`config.mk`:
```
export PLATFORM = sky130hd
export DESIGN_NAME = uncachedLoadTop
export DESIGN_NICKNAME = d
export VERILOG_FILES = /design/src/verilog/lsuPkg.sv /design/src/verilog/bypassLsu.sv /design/src/verilog/memController.sv /design/src/verilog/uncachedLoadTop.sv
export SDC_FILE = /design/constraint.sdc
export NUM_CORES = 1
export LEC_CHECK = 0
export BUFFER_PORTS_ARGS = -buffer_cell sky130_fd_sc_hd__buf_2
export CAP_MARGIN = 20
export CELL_PAD_IN_SITES_DETAIL_PLACEMENT = 0
export CELL_PAD_IN_SITES_GLOBAL_PLACEMENT = 1
export CORE_UTILIZATION = 39
export CTS_CLUSTER_SIZE = 28
export DETAILED_ROUTE_END_ITERATION = 10
export PLACE_DENSITY_LB_ADDON = 0.1
export SLEW_MARGIN = 20
export SYNTH_ARGS = -nofsm -noshare
export SYNTH_HDL_FRONTEND = slang
export SYNTH_SLANG_ARGS = --single-unit
```
`constraint.sdc`:
```
create_clock -name clk -period 6.27 [get_ports clk]
set_input_delay 0 -clock clk [delete_from_list [all_inputs] [get_ports clk]]
set_output_delay 0 -clock clk [all_outputs]
set_load 0.05 [all_outputs]
```
`src/verilog/lsuPkg.sv`:
```
package lsuPkg;

    // data and address width
    localparam int xlen = 32;

    localparam int sqnWidth = 7;   // store-queue number
    localparam int tagWidth = 7;   // destination tag

    // requester IDs at the memory controller
    localparam int rqIdWidth = 2;
    localparam logic [rqIdWidth-1:0] bypassRqId = 2'd2;

    // commands to the memory controller, held as a level by the requester
    typedef enum logic [1:0] {
        memcNone       = 2'd0,
        memcReadSingle = 2'd1
    } MemcCmd;

endpackage

```
`src/verilog/bypassLsu.sv`:
```
`timescale 1ns/1ps

module bypassLsu #(
    parameter logic [lsuPkg::rqIdWidth-1:0] rqId = lsuPkg::bypassRqId
) (
    input  logic                           clk,
    input  logic                           rst,

    input  logic                           branchTaken,
    input  logic [lsuPkg::sqnWidth-1:0]    branchSqN,

    input  logic                           uopLdEn,
    input  logic                           uopLdValid,
    input  logic [lsuPkg::xlen-1:0]        uopLdAddr,
    input  logic [lsuPkg::sqnWidth-1:0]    uopLdSqN,
    input  logic [lsuPkg::tagWidth-1:0]    uopLdTagDst,
    input  logic                           uopLdExternal,
    output logic                           ldStall,

    input  logic                           stall,
    output logic                           outValid,
    output logic [lsuPkg::xlen-1:0]        outAddr,
    output logic [lsuPkg::sqnWidth-1:0]    outSqN,
    output logic [lsuPkg::tagWidth-1:0]    outTagDst,
    output logic                           outExternal,
    output logic [lsuPkg::xlen-1:0]        ldData,

    output lsuPkg::MemcCmd                 memcCmd,
    output logic [lsuPkg::xlen-3:0]        memcAddr,
    output logic [lsuPkg::rqIdWidth-1:0]   memcRqId,
    input  logic                           memcBusy,
    input  logic [lsuPkg::rqIdWidth-1:0]   memcBusyRqId,
    input  logic                           memcResultValid,
    input  logic [lsuPkg::xlen-1:0]        memcResult
);

    typedef enum logic [1:0] {
        stIdle,
        stRequest,
        stActive,
        stDone
    } LsuState;

    LsuState state;

    // the load being worked on
    logic                         activeValid;
    logic [lsuPkg::xlen-1:0]      activeAddr;
    logic [lsuPkg::sqnWidth-1:0]  activeSqN;
    logic [lsuPkg::tagWidth-1:0]  activeTagDst;
    logic                         activeExternal;
    logic [lsuPkg::xlen-1:0]      result;

    // sqN distance to the resolving branch, wraps with the queue
    logic signed [lsuPkg::sqnWidth-1:0] inAge;
    logic signed [lsuPkg::sqnWidth-1:0] activeAge;

    logic squashIn;
    logic squashActive;
    logic accept;

    assign inAge     = uopLdSqN - branchSqN;
    assign activeAge = activeSqN - branchSqN;

    // external loads have side effects and must never be dropped
    assign squashIn     = branchTaken && !uopLdExternal && (inAge > 0);
    assign squashActive = activeValid && branchTaken && !activeExternal && (activeAge > 0);

    assign accept = uopLdEn && uopLdValid && (state == stIdle) && !squashIn;

    always_comb begin
        ldStall  = uopLdValid && uopLdEn && (state != stIdle);
        outValid = (state == stDone) && activeValid && !squashActive;
    end

    assign outAddr     = activeAddr;
    assign outSqN      = activeSqN;
    assign outTagDst   = activeTagDst;
    assign outExternal = activeExternal;
    assign ldData      = result;

    assign memcRqId = rqId;

    always_ff @(posedge clk) begin
        if (rst) begin
            state       <= stIdle;
            activeValid <= 1'b0;
            memcCmd     <= lsuPkg::memcNone;
        end else begin
            if (squashActive)
                activeValid <= 1'b0; // read keeps going, result is thrown away

            case (state)
                stIdle: begin
                    if (accept) begin
                        activeValid <= 1'b1;
                        memcCmd     <= lsuPkg::memcReadSingle;
                        state       <= stRequest;
                    end
                end
                stRequest: begin
                    // hold the command until the controller has taken it
                    if (memcBusy && memcBusyRqId == rqId) begin
                        memcCmd <= lsuPkg::memcNone;
                        state   <= stActive;
                    end
                end
                stActive: begin
                    if (memcResultValid) begin
                        if (activeValid && !squashActive)
                            state <= stDone;
                        else
                            state <= stIdle;
                    end
                end
                stDone: begin
                    if (!stall || !outValid) begin
                        activeValid <= 1'b0;
                        state       <= stIdle;
                    end
                end
                default: state <= stIdle;
            endcase
        end
    end

    // micro-op fields and read data
    always_ff @(posedge clk) begin
        if (accept) begin
            activeAddr     <= uopLdAddr;
            activeSqN      <= uopLdSqN;
            activeTagDst   <= uopLdTagDst;
            activeExternal <= uopLdExternal;
            memcAddr       <= uopLdAddr[lsuPkg::xlen-1:2];
        end
        if (state == stActive && memcResultValid)
            result <= memcResult;
    end

endmodule

```
`src/verilog/memController.sv`:
```
`timescale 1ns/1ps

module memController (
    input  logic                           clk,
    input  logic                           rst,

    input  lsuPkg::MemcCmd                 memcCmd,
    input  logic [lsuPkg::xlen-3:0]        memcAddr,
    input  logic [lsuPkg::rqIdWidth-1:0]   memcRqId,
    output logic                           memcBusy,
    output logic [lsuPkg::rqIdWidth-1:0]   memcBusyRqId,
    output logic                           memcResultValid,
    output logic [lsuPkg::xlen-1:0]        memcResult,

    output logic                           extRdEn,
    output logic [lsuPkg::xlen-3:0]        extRdAddr,
    input  logic [lsuPkg::xlen-1:0]        extRdData,
    input  logic                           extRdValid
);

    typedef enum logic [1:0] {
        stIdle,
        stIssue,
        stWait
    } MemcState;

    MemcState state;

    logic startRead;

    assign startRead = (state == stIdle) && (memcCmd == lsuPkg::memcReadSingle);

    // busy covers the whole transfer, from issue until the result pulse
    assign memcBusy = (state != stIdle);
    assign extRdEn  = (state == stIssue); // one cycle only

    always_ff @(posedge clk) begin
        if (rst) begin
            state           <= stIdle;
            memcResultValid <= 1'b0;
        end else begin
            memcResultValid <= 1'b0;

            case (state)
                stIdle: begin
                    if (startRead)
                        state <= stIssue;
                end
                stIssue: begin
                    state <= stWait;
                end
                stWait: begin
                    // external latency is unbounded
                    if (extRdValid) begin
                        memcResultValid <= 1'b1;
                        state           <= stIdle;
                    end
                end
                default: state <= stIdle;
            endcase
        end
    end

    // requester ID is echoed back so the owner can recognise its own transfer
    always_ff @(posedge clk) begin
        if (startRead) begin
            memcBusyRqId <= memcRqId;
            extRdAddr    <= memcAddr;
        end
        if (state == stWait && extRdValid)
            memcResult <= extRdData;
    end

endmodule

```
`src/verilog/uncachedLoadTop.sv`:
```
`timescale 1ns/1ps

module uncachedLoadTop (
    input  logic                           clk,
    input  logic                           rst,

    // load micro-op from issue
    input  logic                           uopLdEn,
    input  logic                           uopLdValid,
    input  logic [lsuPkg::xlen-1:0]        uopLdAddr,
    input  logic [lsuPkg::sqnWidth-1:0]    uopLdSqN,
    input  logic [lsuPkg::tagWidth-1:0]    uopLdTagDst,
    input  logic                           uopLdExternal,
    output logic                           ldStall,

    // branch resolution pulse
    input  logic                           branchTaken,
    input  logic [lsuPkg::sqnWidth-1:0]    branchSqN,

    // writeback
    input  logic                           stall,
    output logic                           outValid,
    output logic [lsuPkg::xlen-1:0]        outAddr,
    output logic [lsuPkg::tagWidth-1:0]    outTagDst,
    output logic [lsuPkg::sqnWidth-1:0]    outSqN,
    output logic                           outExternal,
    output logic [lsuPkg::xlen-1:0]        ldData,

    // external memory port
    output logic                           extRdEn,
    output logic [lsuPkg::xlen-3:0]        extRdAddr,
    input  logic [lsuPkg::xlen-1:0]        extRdData,
    input  logic                           extRdValid
);

    lsuPkg::MemcCmd                 memcCmd;
    logic [lsuPkg::xlen-3:0]        memcAddr;
    logic [lsuPkg::rqIdWidth-1:0]   memcRqId;
    logic                           memcBusy;
    logic [lsuPkg::rqIdWidth-1:0]   memcBusyRqId;
    logic                           memcResultValid;
    logic [lsuPkg::xlen-1:0]        memcResult;

    bypassLsu #(
        .rqId(lsuPkg::bypassRqId)
    ) i_bypassLsu (
        .clk            (clk),
        .rst            (rst),
        .branchTaken    (branchTaken),
        .branchSqN      (branchSqN),
        .uopLdEn        (uopLdEn),
        .uopLdValid     (uopLdValid),
        .uopLdAddr      (uopLdAddr),
        .uopLdSqN       (uopLdSqN),
        .uopLdTagDst    (uopLdTagDst),
        .uopLdExternal  (uopLdExternal),
        .ldStall        (ldStall),
        .stall          (stall),
        .outValid       (outValid),
        .outAddr        (outAddr),
        .outSqN         (outSqN),
        .outTagDst      (outTagDst),
        .outExternal    (outExternal),
        .ldData         (ldData),
        .memcCmd        (memcCmd),
        .memcAddr       (memcAddr),
        .memcRqId       (memcRqId),
        .memcBusy       (memcBusy),
        .memcBusyRqId   (memcBusyRqId),
        .memcResultValid(memcResultValid),
        .memcResult     (memcResult)
    );

    memController i_memController (
        .clk            (clk),
        .rst            (rst),
        .memcCmd        (memcCmd),
        .memcAddr       (memcAddr),
        .memcRqId       (memcRqId),
        .memcBusy       (memcBusy),
        .memcBusyRqId   (memcBusyRqId),
        .memcResultValid(memcResultValid),
        .memcResult     (memcResult),
        .extRdEn        (extRdEn),
        .extRdAddr      (extRdAddr),
        .extRdData      (extRdData),
        .extRdValid     (extRdValid)
    );

endmodule

```
# Yosys cells after proc, flatten, opt, wreduce, memory -nomap -nowiden
# Index checks and enable logic that the tools add are counted.
# op_classes
addsub	2
mul	0
div_mod_pow	0
n_lt_le_gt_ge	2
n_eq_ne	12
shifts	0
muxes	16
bitwise	1
n_reduce_logical	31
# ops
cell	n
2-to-1 mux 2 bit	8
logical AND 1 bit	15
> comparator 7 x 1 -> 1 bit, second input constant	2
subtractor 7 bit	2
inequality test 2 x 1 -> 1 bit, second input constant	4
case mux 2 bit (4 select lines)	1
equality test 2 x 1 -> 1 bit, second input constant	3
equality test 2 bit, second input constant	3
zero test 1 bit	6
case mux 2 bit (3 select lines)	1
nonzero test 2 bit	3
zero test 2 bit	2
2-to-1 mux 1 bit	4
inequality test 2 bit, second input constant	2
case mux 2 bit (2 select lines)	1
AND reduction 4 bit	1
AND reduction 3 bit	1
case mux 1 bit (2 select lines)	1
AND reduction 2 bit	1
OR reduction 2 bit	1
logical OR 1 bit	1
NOT 1 bit	1
# totals
register_bits	179
latch_bits	0
ram_bits	0
mem_bits_ro	0
in_bits	93
out_inout_bits	112
elab_cells	77
memories	0

# Logic depth before layout (Yosys ltp)
# logic_depth
depth_word	9
ltp_mapped	11
ltp_nobuf	11

# By module
# A second synthesis with hierarchy kept.
# hier_totals
cells_unflattened	300
hier_area_um2	5576.6
# by_module_without_submodules
mod	n_inst	cells_each	area_each_um2	seq_area_each_um2
bypassLsu	1	225	3522.1	2452.4
memController	1	75	2054.5	1981.9

# Worst setup path before layout
# OpenSTA, ideal clock, no wires.
# synth_path
path_type	input port to flip-flop
from	input port uopLdSqN[0] in the netlist's numbering
to	register i_bypassLsu.activeAddr (netlist bit i_bypassLsu.outAddr[0]), enable pin
setup_time_ps	484
t_arrival_ps	3874
required_ps	5786
slack_ps	1912
stages	9
path_buffers	0
path_cell_list	inv_1 ha_1 inv_1 fa_1 a211oi_1 nor2_1 a21oi_1 o211ai_1 a31oi_1
# synth_between
elab_chain_cells	5
# synth_lines
item	line_no	rtl
start: declaration	uncachedLoadTop.sv:11	input logic [lsuPkg::sqnWidth-1:0] uopLdSqN,
subtractor 7 bit	bypassLsu.sv:62	assign inAge = uopLdSqN - branchSqN;
> comparator 7 x 1 -> 1 bit	bypassLsu.sv:66	assign squashIn = branchTaken && !uopLdExternal && (inAge > 0);
logical AND 1 bit	bypassLsu.sv:66	
zero test 1 bit	bypassLsu.sv:69	assign accept = uopLdEn && uopLdValid && (state == stIdle) && !squashIn;
logical AND 1 bit	bypassLsu.sv:69	
net i_bypassLsu.accept	bypassLsu.sv:60	logic accept;
end signal: assignment	bypassLsu.sv:130	activeAddr <= uopLdAddr;
end: declaration	bypassLsu.sv:48	logic [lsuPkg::xlen-1:0] activeAddr;
# The timed path passes the listed nets, and every way through them passes these cells.
# A chain may end at the register's enable or synchronous reset.

# Worst setup path after layout
# layout_path
from	register i_bypassLsu.activeSqN (netlist bit i_bypassLsu.outSqN[0])
to	output port outValid
# layout_between
elab_chain_cells	5
# layout_lines
item	line_no	rtl
start: declaration	bypassLsu.sv:49	logic [lsuPkg::sqnWidth-1:0] activeSqN;
start signal: assignment	bypassLsu.sv:131	activeSqN <= uopLdSqN;
subtractor 7 bit	bypassLsu.sv:63	assign activeAge = activeSqN - branchSqN;
> comparator 7 x 1 -> 1 bit	bypassLsu.sv:67	assign squashActive = activeValid && branchTaken && !activeExternal && (activeAge > 0);
logical AND 1 bit	bypassLsu.sv:67	
zero test 1 bit	bypassLsu.sv:73	outValid = (state == stDone) && activeValid && !squashActive;
logical AND 1 bit	bypassLsu.sv:73	
end: declaration	uncachedLoadTop.sv:22	output logic outValid,
# Every way passes these cells.

==> impl_metrics.tcl <==
set metrics [dict create \
    status "finished clean" \
    setup_slack_ns 3.36 \
    fin_cells 753 \
    final_core_util_pct 61.8 \
    gr-usage-met2_pct 30.3 \
    grt_pass1_vias 3380 \
    max_freq_mhz 344 \
    clk_pin_slew_worst_paths_ns 0.06 \
    crit_fanout 4 \
    final_antenna_net_count 0 \
    place_congestion 0.770 \
    grt_pass1_wl_um 17700 \
    area_growth_pct 52.2 \
    grt_usage_pct 17.4 \
    insertion_delay_ns 0.42 \
    dp_hpwl_um 7820 \
    vias 3441 \
    clkPwrFrac_pct 38.4 \
    seqPwrFrac_pct 43.4 \
    initial_core_util_pct 40.6 \
    leakage_nw 3.22 \
    post_cts_buffers 0 \
    endpoint_kind "primary output" \
    fin_setup_tns_ns 0 \
    final_common_cell "buf_2" \
    grtUsageMet1_pct 19.7 \
    p_int_w 0.00202 \
    drv_cap 0 \
    yosys_register_bits 148 \
    synth_top_area_share_pct 81.3 \
    switching_share_pct 27.6 \
    final_cell_mix "buf_2, edfxtp_1, dlygate4sd3_1" \
    regArea_um2 4370 \
    cts.hold.buffers_added 81 \
    clockBufferDepth 2 \
    dieArea_um2 13800 \
    synth_top_cell_by_area "edfxtp_1" \
    required_ns 6.27 \
    rsz0062_at_grt "false" \
    worstMarginPinSlew_ns 0.769 \
    comb_power_share_pct 18.2 \
    skew_ns 0.00922 \
    placedCellCount 640 \
    dr.pass1.iters 5 \
    antenna_found_initial 0 \
    grt-busiest-layer "met2" \
    syn_inst 261 \
    cp.arrival_ns 2.91 \
    grt_remaining_overflow 0 \
    hp-class "in2reg" \
    fin_nets 679 \
    cts_tree "done" \
    criticalPathCategory "reg2out" \
    post_drt_wl_per_cell_um 15.4 \
    fin_crit_sh_pct 46.4 \
    grt_max_degree 50 \
    drc 0 \
    finalSetupViolations 0 \
    cts-root-buf "clkbuf_16" \
    r2r_slack_ns 3.40 \
    cp-endpoint "outValid" \
    syn_nets 372 \
    synth_area_per_cell_um2 19.9 \
    yosysSeqAreaShare_pct 84.0 \
    startpoint "i_bypassLsu.outSqN[0]" \
    boundaryPins 205 \
    min_period_ns 2.91 \
    clock-sinks 148 \
    port_buffers 204 \
    yosysWarnings 0 \
    synth_cell_types 42 \
    n_fill_cell 1028 \
    vdd_ir_drop_max_uv 196 \
    rows 41 \
    p_sw_w 0.000771 \
    htreeDepth 4 \
    multi_input_area_um2 779 \
    dp_slack_ns 3.44 \
    reg2regPathDepth 11 \
    die_h_um 118 \
    core_area_um2 12800 \
    grtUsageMet3_pct 4.94 \
    rr_startpoint "i_bypassLsu.outSqN[0]" \
    via_per_inst 4.57 \
    powerDensity_nw_per_um2 352 \
    cts.repair.resized 0 \
    synth.area.top_cells "edfxtp_1, ha_1, dfxtp_1" \
    timing.final.hold_violations 0 \
    die_w_um 118 \
    numCtsBuffers 17 \
    drt-initial-drc-count 260 \
    hold_ws_ns 0.0819 \
    startpoint_type "flop" \
    netlist_area_um2 5200 \
    finalWirelength_um 11600 \
    max_slew_margin_pct 48.7 \
    diodes 0 \
    reg2reg_to "i_bypassLsu.state[1]" \
    slew_viol_final 0 \
    drive_above_1_share_pct 42.5 \
]
[per-stage QoR]
stage / area [um2] / power (W)
2_1_floorplan: 5200 / 0.00157
6_report: 7920 / 0.00279
5_1_grt: 7920 / 0.00289
4_1_cts: 7920 / 0.00281
3_5_place_dp: 6480 / 0.00170
3_3_place_gp: 6480 / 0.00169
[critical path: stages (launching register included)]
cell and delay, ns:
edfxtp_1 0.37, inv_1 0.06, ha_1 0.16, inv_1 0.06
fa_1 0.40, a211oi_2 0.28, o31ai_1 0.13, a21oi_2 0.16
xnor2_1 0.09, o31a_1 0.36, and2_2 0.21, buf_2 0.21
[final cells by class]
type	instances	area share, %
multi-input combinational	95	9.84
clock inverter	11	2.18
sequential	148	55.2
tap	172	2.72
clock buffer	21	5.81
inverter	18	0.853
timing repair buffer	288	23.4
[how the worst min path moves through the flow]
stage / startpoint / to / slack, ns / cells after the start
2_1_floorplan: rst / i_bypassLsu.activeValid / 0.07 / 1
3_3_place_gp: uopLdTagDst[3] / i_bypassLsu.outTagDst[3] / 0.18 / 1
3_5_place_dp: extRdData[27] / i_memController.memcResult[27] / 0.18 / 1
4_1_cts: stall / i_bypassLsu.activeValid / 0.05 / 4
5_1_grt: stall / i_bypassLsu.activeValid / 0.15 / 4
6_report: stall / i_bypassLsu.activeValid / 0.08 / 4
[registers in the layout, summed over array words and instances (netlist names)]
register and cells:
i_bypassLsu.activeValid 1, i_bypassLsu.ldData 32, i_bypassLsu.memcCmd 1, i_bypassLsu.outAddr 32, i_bypassLsu.outExternal 1, i_bypassLsu.outSqN 7
i_bypassLsu.outTagDst 7, i_bypassLsu.state 2, i_memController.extRdAddr 30, i_memController.memcResult 32, i_memController.memcResultValid 1, i_memController.state 2
[logic make-up (layout without fill, tap and decap cells)]
family	count (synthesis)	after routing	synth area share, %
AOI/OAI and AO/OA	31	31	4.62
xor gates and xnor gates	6	6	1.01
adders and majority gates	18	18	4.62
buffers and inverters	18	338	1.30
DFF	148	148	84.0
muxes	1	1	0.192
and+or+nand+nor	39	39	4.23
[layer usage]
layer / vias to the layer above / wire, um
li1: 1633 / -
met1: 1660 / 4720
met2: 135 / 6070
met3: 13 / 647
met4: 0 / 176
met5: - / 0
[Yosys cell counts]
cell and instances:
o311a_2 1, nor4_1 1, o211ai_1 1, nor3_1 2, nand2_1 3, o21ai_0 3, fa_1 2, a21o_1 2
xnor2_1 3, a31oi_1 3, o221a_2 2, nor3b_1 4, or3_1 2, o31a_1 1, inv_1 18, and2_1 4
a21o_2 1, a211oi_2 1, edfxtp_1 141, a21boi_0 1, a41o_1 1, nand3_1 3, a211oi_1 2, o22ai_1 1
and3b_1 1, and2_2 1, a2111o_1 1, and3_1 2, nand2b_1 2, a22o_1 1, ha_1 16, and3b_2 1
xor2_1 3, nor2_1 9, a21oi_1 4, mux2i_1 1, a32o_1 1, dfxtp_1 7, nor2b_1 3, a21oi_2 1
nand4_1 1, o31ai_1 3
[power groups by stage]
stage               clock, W  sequential, W  combinational [W]
finish               0.00107        0.00121           0.000509
global route         0.00113        0.00122           0.000537
CTS                  0.00109        0.00121           0.000511
detailed placement         0        0.00123           0.000469
global placement           0        0.00123           0.000461
floorplan                  0        0.00144           0.000131
Note: power is estimated with default switching activity, not from simulation.
